**src/design/vision_defines.svh**
```systemverilog
// frame geometry, sync positions, region bounds, colour thresholds and detection minimum
`ifndef VISION_DEFINES_SVH
`define VISION_DEFINES_SVH

// horizontal timing in clocks per line
`define H_ACTIVE      16
`define H_TOTAL       24
// hsync high from start up to but not including end
`define H_SYNC_START  18
`define H_SYNC_END    21

// vertical timing in lines per frame
`define V_ACTIVE      8
`define V_TOTAL       11
// vsync high for this whole line
`define V_SYNC_LINE   9

// frame buffer holds exactly one active frame
`define FB_DEPTH      128
`define FB_ADDR_W     7

// left is x below LEFT_END, right is x from RIGHT_START, centre in between
`define LEFT_END      5
`define RIGHT_START   11

// nibble thresholds of the orange rule
`define ORANGE_R_MIN  12
`define ORANGE_G_MIN  4
`define ORANGE_G_MAX  10
`define ORANGE_B_MAX  4

// fewest orange pixels per frame that count as a target
`define DETECT_MIN    4

`endif

```
**src/design/vision_pkg.sv**
```systemverilog
// vision_pkg with pixel structs, scan position struct, direction and classifier state enums
`default_nettype none

package vision_pkg;

  // camera pixel and frame buffer word, RGB444
  typedef struct packed {
    logic [3:0] r;
    logic [3:0] g;
    logic [3:0] b;
  } pix444_t;

  // display pixel, 8 bits per channel
  typedef struct packed {
    logic [7:0] r;
    logic [7:0] g;
    logic [7:0] b;
  } rgb_pixel_t;

  // raster position that rides along with each pixel
  typedef struct packed {
    logic [4:0] x;
    logic [3:0] y;
    logic       active;
    logic       hsync;
    logic       vsync;
  } scan_pos_t;

  // where the target sits in the picture
  typedef enum logic [1:0] {
    DIR_NONE,
    DIR_LEFT,
    DIR_CENTER,
    DIR_RIGHT
  } direction_e;

  // per-frame classifier FSM
  typedef enum logic [1:0] {
    ST_WAIT_FRAME,
    ST_SCAN,
    ST_DECIDE
  } classifier_state_e;

endpackage

`default_nettype wire

```
**src/design/frame_buffer.sv**
```systemverilog
// frame_buffer module, 128 x 12 bit memory with one write port and a registered read port
`timescale 1ns/100ps
`default_nettype none

`include "vision_defines.svh"

module frame_buffer (
  input  logic                    clk,
  input  logic                    wr_en,
  input  logic [`FB_ADDR_W-1:0]   wr_addr,
  input  logic [`FB_ADDR_W-1:0]   rd_addr,
  input  vision_pkg::pix444_t     wr_pixel,
  output vision_pkg::pix444_t     rd_pixel
);
  import vision_pkg::*;

  // one RGB444 word per active pixel
  pix444_t mem [`FB_DEPTH];

  // write side, camera pixels
  always_ff @(posedge clk) begin
    if (wr_en) begin
      mem[wr_addr] <= wr_pixel;
    end
  end

  // read side, one cycle latency
  // same address in the same cycle gives the old word
  always_ff @(posedge clk) begin
    rd_pixel <= mem[rd_addr];
  end

endmodule

`default_nettype wire

```
**src/design/ov7670_capture.sv**
```systemverilog
// ov7670_capture module pairing camera bytes into RGB444 pixels with a write address counter
`timescale 1ns/100ps
`default_nettype none

`include "vision_defines.svh"

module ov7670_capture (
  input  logic                    clk,
  input  logic                    reset,
  input  logic                    cam_vsync,
  input  logic                    cam_href,
  input  logic [7:0]              cam_data,
  output logic                    wr_en,
  output logic [`FB_ADDR_W-1:0]   wr_addr,
  output vision_pkg::pix444_t     wr_pixel
);
  import vision_pkg::*;

  // 0 waits for the red byte, 1 waits for the green/blue byte
  logic                byte_phase;
  logic [3:0]          red_hold;
  // saturates at FB_DEPTH, which blocks further writes
  logic [`FB_ADDR_W:0] addr_cnt;
  logic                pair_done;

  assign pair_done = cam_href && byte_phase;

  // byte phase and write address, both restart on vsync
  always_ff @(posedge clk) begin
    if (reset || cam_vsync) begin
      byte_phase <= 1'b0;
      addr_cnt   <= '0;
    end else if (cam_href) begin
      byte_phase <= ~byte_phase;
      if (byte_phase && (addr_cnt < `FB_DEPTH)) begin
        addr_cnt <= addr_cnt + 1'b1;
      end
    end else begin
      // a new line always starts on a first byte
      byte_phase <= 1'b0;
    end
  end

  // first byte carries red in its low nibble
  always_ff @(posedge clk) begin
    if (cam_href && !byte_phase) begin
      red_hold <= cam_data[3:0];
    end
  end

  // one cycle strobe per completed pair, dropped past the buffer end
  always_ff @(posedge clk) begin
    if (reset) begin
      wr_en <= 1'b0;
    end else begin
      wr_en <= !cam_vsync && pair_done && (addr_cnt < `FB_DEPTH);
    end
  end

  // second byte is green high nibble, blue low nibble
  always_ff @(posedge clk) begin
    if (pair_done) begin
      wr_addr  <= addr_cnt[`FB_ADDR_W-1:0];
      wr_pixel <= '{r: red_hold, g: cam_data[7:4], b: cam_data[3:0]};
    end
  end

  // pixels need two bytes, so strobes can never be back to back
  a_wr_spaced : assert property (
    @(posedge clk) disable iff (reset) wr_en |=> !wr_en
  );

endmodule

`default_nettype wire

```
**src/design/scan_timing.sv**
```systemverilog
// scan_timing module with raster counters, sync levels and frame buffer read address
`timescale 1ns/100ps
`default_nettype none

`include "vision_defines.svh"

module scan_timing (
  input  logic                    clk,
  input  logic                    reset,
  output vision_pkg::scan_pos_t   pos,
  output logic [`FB_ADDR_W-1:0]   rd_addr
);
  import vision_pkg::*;

  logic [4:0]          h_cnt;
  logic [3:0]          v_cnt;
  // one bit wider than the address so an overrun is visible
  logic [`FB_ADDR_W:0] rd_cnt;
  logic                line_end;
  logic                frame_end;

  assign line_end  = (h_cnt == `H_TOTAL - 1);
  assign frame_end = line_end && (v_cnt == `V_TOTAL - 1);

  // free running column and line counters
  always_ff @(posedge clk) begin
    if (reset) begin
      h_cnt <= '0;
      v_cnt <= '0;
    end else if (line_end) begin
      h_cnt <= '0;
      if (frame_end) begin
        v_cnt <= '0;
      end else begin
        v_cnt <= v_cnt + 1'b1;
      end
    end else begin
      h_cnt <= h_cnt + 1'b1;
    end
  end

  // position, active flag and sync levels straight from the counters
  always_comb begin
    pos.x      = h_cnt;
    pos.y      = v_cnt;
    pos.active = (h_cnt < `H_ACTIVE) && (v_cnt < `V_ACTIVE);
    pos.hsync  = (h_cnt >= `H_SYNC_START) && (h_cnt < `H_SYNC_END);
    pos.vsync  = (v_cnt == `V_SYNC_LINE);
  end

  // read address counts active positions since frame start
  // so it always equals y * H_ACTIVE + x on an active position
  always_ff @(posedge clk) begin
    if (reset || frame_end) begin
      rd_cnt <= '0;
    end else if (pos.active) begin
      rd_cnt <= rd_cnt + 1'b1;
    end
  end

  assign rd_addr = rd_cnt[`FB_ADDR_W-1:0];

  // the frame must never scan past the end of the buffer
  a_rd_in_range : assert property (
    @(posedge clk) disable iff (reset) pos.active |-> (rd_cnt < `FB_DEPTH)
  );

endmodule

`default_nettype wire

```
**src/design/target_classifier.sv**
```systemverilog
// target_classifier module, FSM counting orange pixels per region and deciding the direction
`timescale 1ns/100ps
`default_nettype none

`include "vision_defines.svh"

module target_classifier (
  input  logic                     clk,
  input  logic                     reset,
  input  vision_pkg::scan_pos_t    out_pos,
  input  logic                     out_orange,
  output logic                     frame_done,
  output logic                     orange_detected,
  output vision_pkg::direction_e   direction
);
  import vision_pkg::*;

  classifier_state_e     state;
  // each region holds at most FB_DEPTH pixels
  logic [`FB_ADDR_W:0]   left_cnt;
  logic [`FB_ADDR_W:0]   center_cnt;
  logic [`FB_ADDR_W:0]   right_cnt;
  logic [`FB_ADDR_W+1:0] total_cnt;
  logic                  first_pix;
  logic                  last_pix;
  logic                  count_en;
  direction_e            dir_next;

  // frame corners as seen at the finder output
  assign first_pix = out_pos.active && (out_pos.x == 0) && (out_pos.y == 0);
  assign last_pix  = out_pos.active && (out_pos.x == `H_ACTIVE - 1) &&
                     (out_pos.y == `V_ACTIVE - 1);

  // the first pixel is counted on the way into ST_SCAN
  assign count_en = out_orange &&
                    ((state == ST_SCAN) || ((state == ST_WAIT_FRAME) && first_pix));

  always_ff @(posedge clk) begin
    if (reset) begin
      state <= ST_WAIT_FRAME;
    end else begin
      case (state)
        ST_WAIT_FRAME: if (first_pix) state <= ST_SCAN;
        ST_SCAN:       if (last_pix) state <= ST_DECIDE;
        default:       state <= ST_WAIT_FRAME;
      endcase
    end
  end

  // region counters, cleared as the FSM leaves ST_DECIDE
  always_ff @(posedge clk) begin
    if (reset || (state == ST_DECIDE)) begin
      left_cnt   <= '0;
      center_cnt <= '0;
      right_cnt  <= '0;
    end else if (count_en) begin
      if (out_pos.x < `LEFT_END) begin
        left_cnt <= left_cnt + 1'b1;
      end else if (out_pos.x >= `RIGHT_START) begin
        right_cnt <= right_cnt + 1'b1;
      end else begin
        center_cnt <= center_cnt + 1'b1;
      end
    end
  end

  // largest region wins, ties go to centre then left
  always_comb begin
    total_cnt = {1'b0, left_cnt} + {1'b0, center_cnt} + {1'b0, right_cnt};
    if (total_cnt < `DETECT_MIN) begin
      dir_next = DIR_NONE;
    end else if ((center_cnt >= left_cnt) && (center_cnt >= right_cnt)) begin
      dir_next = DIR_CENTER;
    end else if (left_cnt >= right_cnt) begin
      dir_next = DIR_LEFT;
    end else begin
      dir_next = DIR_RIGHT;
    end
  end

  // results update together with the done pulse and then hold
  always_ff @(posedge clk) begin
    if (reset) begin
      frame_done      <= 1'b0;
      orange_detected <= 1'b0;
      direction       <= DIR_NONE;
    end else begin
      frame_done <= (state == ST_DECIDE);
      if (state == ST_DECIDE) begin
        orange_detected <= (total_cnt >= `DETECT_MIN);
        direction       <= dir_next;
      end
    end
  end

  // one pulse per frame, never stretched
  a_done_pulse : assert property (
    @(posedge clk) disable iff (reset) frame_done |=> !frame_done
  );

endmodule

`default_nettype wire

```
**src/design/target_finder.sv**
```systemverilog
// target_finder module with colour expansion, orange test, highlighting and blanking
`timescale 1ns/100ps
`default_nettype none

`include "vision_defines.svh"

module target_finder (
  input  logic                     clk,
  input  logic                     reset,
  input  vision_pkg::scan_pos_t    pos,
  input  vision_pkg::pix444_t      rd_pixel,
  output vision_pkg::scan_pos_t    out_pos,
  output vision_pkg::rgb_pixel_t   out_pixel,
  output logic                     out_orange
);
  import vision_pkg::*;

  // position delayed to line up with the buffer read
  scan_pos_t  pos_d;
  logic       is_orange;
  rgb_pixel_t expanded;

  always_ff @(posedge clk) begin
    if (reset) begin
      pos_d <= '0;
    end else begin
      pos_d <= pos;
    end
  end

  // orange rule on the raw nibbles, only inside the picture
  always_comb begin
    is_orange = pos_d.active &&
                (rd_pixel.r >= `ORANGE_R_MIN) &&
                (rd_pixel.g >= `ORANGE_G_MIN) &&
                (rd_pixel.g <= `ORANGE_G_MAX) &&
                (rd_pixel.b <= `ORANGE_B_MAX);
    // nibble copied into both halves
    expanded.r = {rd_pixel.r, rd_pixel.r};
    expanded.g = {rd_pixel.g, rd_pixel.g};
    expanded.b = {rd_pixel.b, rd_pixel.b};
  end

  // second stage, position and flag
  always_ff @(posedge clk) begin
    if (reset) begin
      out_pos    <= '0;
      out_orange <= 1'b0;
    end else begin
      out_pos    <= pos_d;
      out_orange <= is_orange;
    end
  end

  // black outside the picture, hits shown as pure red
  always_ff @(posedge clk) begin
    if (!pos_d.active) begin
      out_pixel <= '0;
    end else if (is_orange) begin
      out_pixel <= '{r: 8'hff, g: 8'h00, b: 8'h00};
    end else begin
      out_pixel <= expanded;
    end
  end

endmodule

`default_nettype wire

```
**src/design/vision_top.sv**
```systemverilog
// vision_top module connecting capture, frame buffer, scan timing, finder and classifier
`timescale 1ns/100ps
`default_nettype none

`include "vision_defines.svh"

module vision_top (
  input  logic                     clk,
  input  logic                     reset,
  input  logic                     cam_vsync,
  input  logic                     cam_href,
  input  logic [7:0]               cam_data,
  output logic                     vga_hsync,
  output logic                     vga_vsync,
  output logic                     vga_blank_n,
  output vision_pkg::rgb_pixel_t   vga_pixel,
  output logic                     frame_done,
  output logic                     orange_detected,
  output vision_pkg::direction_e   direction
);
  import vision_pkg::*;

  // camera to buffer
  logic                  wr_en;
  logic [`FB_ADDR_W-1:0] wr_addr;
  pix444_t               wr_pixel;
  // buffer to display
  scan_pos_t             scan_pos;
  logic [`FB_ADDR_W-1:0] rd_addr;
  pix444_t               rd_pixel;
  // finder to classifier and VGA pins
  scan_pos_t             out_pos;
  logic                  out_orange;

  ov7670_capture u_capture (
    .clk      (clk),
    .reset    (reset),
    .cam_vsync(cam_vsync),
    .cam_href (cam_href),
    .cam_data (cam_data),
    .wr_en    (wr_en),
    .wr_addr  (wr_addr),
    .wr_pixel (wr_pixel)
  );

  frame_buffer u_frame_buffer (
    .clk     (clk),
    .wr_en   (wr_en),
    .wr_addr (wr_addr),
    .rd_addr (rd_addr),
    .wr_pixel(wr_pixel),
    .rd_pixel(rd_pixel)
  );

  scan_timing u_scan_timing (
    .clk    (clk),
    .reset  (reset),
    .pos    (scan_pos),
    .rd_addr(rd_addr)
  );

  target_finder u_target_finder (
    .clk       (clk),
    .reset     (reset),
    .pos       (scan_pos),
    .rd_pixel  (rd_pixel),
    .out_pos   (out_pos),
    .out_pixel (vga_pixel),
    .out_orange(out_orange)
  );

  target_classifier u_classifier (
    .clk            (clk),
    .reset          (reset),
    .out_pos        (out_pos),
    .out_orange     (out_orange),
    .frame_done     (frame_done),
    .orange_detected(orange_detected),
    .direction      (direction)
  );

  // sync and blank come from the delayed position, aligned with the pixel
  assign vga_hsync   = out_pos.hsync;
  assign vga_vsync   = out_pos.vsync;
  assign vga_blank_n = out_pos.active;

endmodule

`default_nettype wire

```
**config.mk**
```make
export PLATFORM = sky130hd
export DESIGN_NAME = vision_top
export DESIGN_NICKNAME = d
export VERILOG_FILES = /design/src/design/vision_pkg.sv /design/src/design/frame_buffer.sv /design/src/design/ov7670_capture.sv /design/src/design/scan_timing.sv /design/src/design/target_classifier.sv /design/src/design/target_finder.sv /design/src/design/vision_top.sv
export VERILOG_INCLUDE_DIRS = /design/src /design/src/design
export SDC_FILE = /design/constraint.sdc
export NUM_CORES = 2
export LEC_CHECK = 0
export ABC_AREA = 1
export BUFFER_PORTS_ARGS = -buffer_cell sky130_fd_sc_hd__buf_4
export CAP_MARGIN = 40
export CELL_PAD_IN_SITES_DETAIL_PLACEMENT = 2
export CELL_PAD_IN_SITES_GLOBAL_PLACEMENT = 2
export CORE_MARGIN = 2
export CORE_UTILIZATION = 35
export CTS_CLUSTER_SIZE = 16
export DETAILED_ROUTE_END_ITERATION = 10
export HOLD_SLACK_MARGIN = 0.1
export PLACE_DENSITY = 0.69
export SYNTH_ARGS = -nofsm -noshare
export SYNTH_HDL_FRONTEND = slang
export SYNTH_SLANG_ARGS = --single-unit
export TNS_END_PERCENT = 10
```
**constraint.sdc**
```tcl
create_clock -name clk -period 2.2 [get_ports clk]
set_clock_uncertainty 0.05 [all_clocks]
set_input_delay 0.22 -clock clk [delete_from_list [all_inputs] [get_ports clk]]
set_output_delay 0.22 -clock clk [all_outputs]
set_load 0.01 [all_outputs]
```
==> impl_metrics.yaml <==
drt:
  postRouteAntennaNets: 0
  via_per_inst: 5.18
  drt-pass1-iter-count: 5
  drc: 0
  num_vias: 52200
  wl_per_cell_um: 25.4
  drt_iter0_markers: 3639
  wirelength_um: 256000
clock_network:
  cts_buffers: 187
  clkLatencyLatePin_ns: 0.86
  root_buffer: "clkbuf_16"
  path_clk_slew_ns: 0.06
  cts_tree: "yes"
  htree_levels: 4
  cts_sinks: 1664
  clockBufferDepth: 3
grt:
  grt_pass1_wl_um: 376000
  grt_overflow: 0
  antenna_found_initial: 9
  track_usage: 0.246
  grt_pass1_vias: 57500
  grt_max_degree: 81
floorplan:
  die_h_um: 453
  die_w_um: 453
  die-area_mm2: 0.205
  io_pins: 43
  core-area_mm2: 0.200
  initial_core_util: 0.352
  core.rowCount: 164
worst_setup_path:
  crit_path_end_kind: "flip-flop"
  worstSetupPathType: "reg -> reg"
  r2r-end: "u_classifier.direction[1]"
  regToRegStartpoint: "u_classifier.right_cnt[1]"
  critPathRequiredTime_ns: 2.89
  r2r_slack_ns: -0.20
  critPathArrivalTime_ns: 3.09
  worst_setup_path_start_kind: "flip-flop"
  cp_max_fo: 3
  worstRegToRegCells: 10
  startpoint: "u_classifier.right_cnt[1]"
logic_synthesis:
  yosys.area_share.xor_xnor: 0.00261
  ys.warnings.count: 0
  synth_edf_count: 1559
  synth-async-reset-ratio: 0
  synthCells: 6791
  syn_avg_cell_area_um2: 10.4
  synth_top_cell_area_share: 0.664
  synthSimpleGateAreaFrac: 0.208
  synthAdderAreaFrac: 0.00983
  yosys-top-cells-area: "edfxtp_1 66%, nand2_1 11%, nor2_1 4.7%"
  synth_compound_area_frac: 0.0276
  synth_top_area_cell: "edfxtp_1"
  yosys.cell_types.count: 34
  synthFlopType: "edfxtp_1"
  syn_nets: 6853
  netlist_area_mm2: 0.0705
  synthMuxAreaShare: 0
  synth_top_family_by_area: "simple AND/OR/NAND/NOR gates"
  ys_ff_latch: 1664
  synth.yosys.seq_area_share: 0.694
flow_run:
  max-cap-violations: 0
timing:
  slew_headroom: 0.445
  slew_viol_final: 0
  rsz0062_at_grt: "true"
  tightest_slew_ns: 0.832
  fmax_ghz: 0.417
  setup_ws_ns: -0.197
  final-setup-viol-count: 16
  min_period_ns: 2.40
  tns_ns: -2.15
  hold_viol_final: 0
  period_share: 1.09
power:
  vdd_drop_max_uv: 639
  cellPowerDensity_mw_per_mm2: 832
  p_leak_nw: 34.2
  total_power_mw: 71.4
placed_design:
  hpwlAfterDp_um: 162000
  port_buffers: 42
  place.gp.congestion: 0.819
  numPlacedInstances: 9697
cells_and_area:
  fin_cells: 10100
  synthToLayoutAreaGrowth_pct: 21.7
  fill_cells: 20600
  drive_above_1_share: 0.130
  post-route-util: 0.429
  final_cell_mix: "2010 x nand2_1, 1559 x edfxtp_1, 858 x nor2_1"
  nets: 7340
  final_common_cell: "nand2_1"
outcome:
  violations: "setup timing"
  status: "finished, violations left"
worst_hold_path:
  hold_class: "in -> reg"
  hold_path_end: "u_capture.addr_cnt[6]"
  hp-start: "cam_vsync"
  worstHoldPathCells: 6
area by class of cell:
type,count,area (um^2),area share
multi-input cells,4091,17700,0.206
inverters,686,2610,0.0304
clock buffers,245,5080,0.0592
diodes,3,7.51,0.0000875
clock inverters,96,863,0.0101
repair buffers,648,7290,0.0849
flip-flops and latches,1664,48900,0.570
well taps,2656,3320,0.0387
routing by layer:
| layer | part of all wire | vias up | GRT usage |
|---|---|---|---|
| met5 | 0.000051 | - | 0 |
| met4 | 0.028 | 2 | 0.0762 |
| met2 | 0.51 | 1073 | 0.436 |
| li1 | - | 23400 | - |
| met1 | 0.42 | 27400 | 0.315 |
| met3 | 0.041 | 346 | 0.0270 |
worst max-delay path, stage by stage (launching register included):
cell	delay [ns]
dfxtp_2	0.33
fa_1	0.47
ha_2	0.20
fa_2	0.39
xor2_2	0.18
nor2_2	0.15
nand3b_1	0.12
nor2_2	0.14
nand3_2	0.12
nand3_1	0.09
nand2_1	0.05
worst max-delay path by stage:
stage / slack, ns / endpoint / cells after the start
6_report: -0.20 / u_classifier.direction[1] / 10
5_1_grt: -0.32 / u_classifier.orange_detected / 10
4_1_cts: -0.20 / u_classifier.direction[1] / 10
3_5_place_dp: -0.37 / u_classifier.direction[0] / 10
3_3_place_gp: -0.28 / u_classifier.direction[1] / 11
2_1_floorplan: -0.12 / u_frame_buffer.mem[0][0] / 0
state kept, by name, summed over array words and instances (netlist names), 5 cells and up:
name / flops
u_scan_timing.rd_cnt: 7
u_classifier.right_cnt: 8
u_frame_buffer.rd_pixel: 12
u_capture.wr_addr: 7
u_capture.wr_pixel: 12
u_frame_buffer.mem: 1536
u_scan_timing.h_cnt: 5
u_classifier.center_cnt: 8
u_target_finder.out_pos: 12
u_target_finder.pos_d: 12
u_target_finder.out_pixel: 12
u_capture.addr_cnt: 8
u_classifier.left_cnt: 8
cells by family after synthesis:
logic type,after synthesis
buf+inv,1036
simple gates,3639
fa+ha+maj,50
flops,1664
xor+xnor,21
compound gates,381
cell usage after synthesis, types with 2 or more instances:
master / count
nand2_1: 2019
edfxtp_1: 1559
nor2_1: 889
inv_1: 677
nand3_1: 665
o21ai_0: 299
clkbuf_1: 161
buf_2: 129
dfxtp_1: 105
a21oi_1: 70
buf_1: 45
ha_1: 41
nand4_1: 35
xor2_1: 17
nor3_1: 15
buf_4: 13
fa_1: 9
and3_1: 8
inv_2: 5
clkinv_1: 4
o21a_1: 4
xnor2_1: 4
nor4_1: 3
buf_6: 2
nand3b_1: 2
o2111ai_1: 2
o211ai_1: 2
where the power goes:
part           total, mW  internal [mW]  switching, mW
clock network       30.9           17.6           13.3
logic               6.01           2.06           3.95
registers           34.5           34.3          0.163
total               71.4           54.0           17.5
through the flow:
step / hold slack, ns / instance area, um^2 / setup slack [ns]
global placement: 0.341 / 78700 / -0.275
global route: 0.294 / 85800 / -0.319
floorplan: 0.269 / 70500 / -0.122
CTS: 0.231 / 85000 / -0.202
finish: 0.288 / 85800 / -0.197
detailed placement: 0.351 / 78700 / -0.366
repair_timing:
item / 4_1_cts / 5_1_grt
hold buffers: 20 / 0
setup endpoints to repair: 16 / 81
pin swaps: 5 / 5
gates cloned: 1 / 11
resized for setup: 27 / 108
setup buffers: 0 / 16
hold endpoints to repair: 63 / 0
No activity file was read; power rests on OpenSTA's default activity.
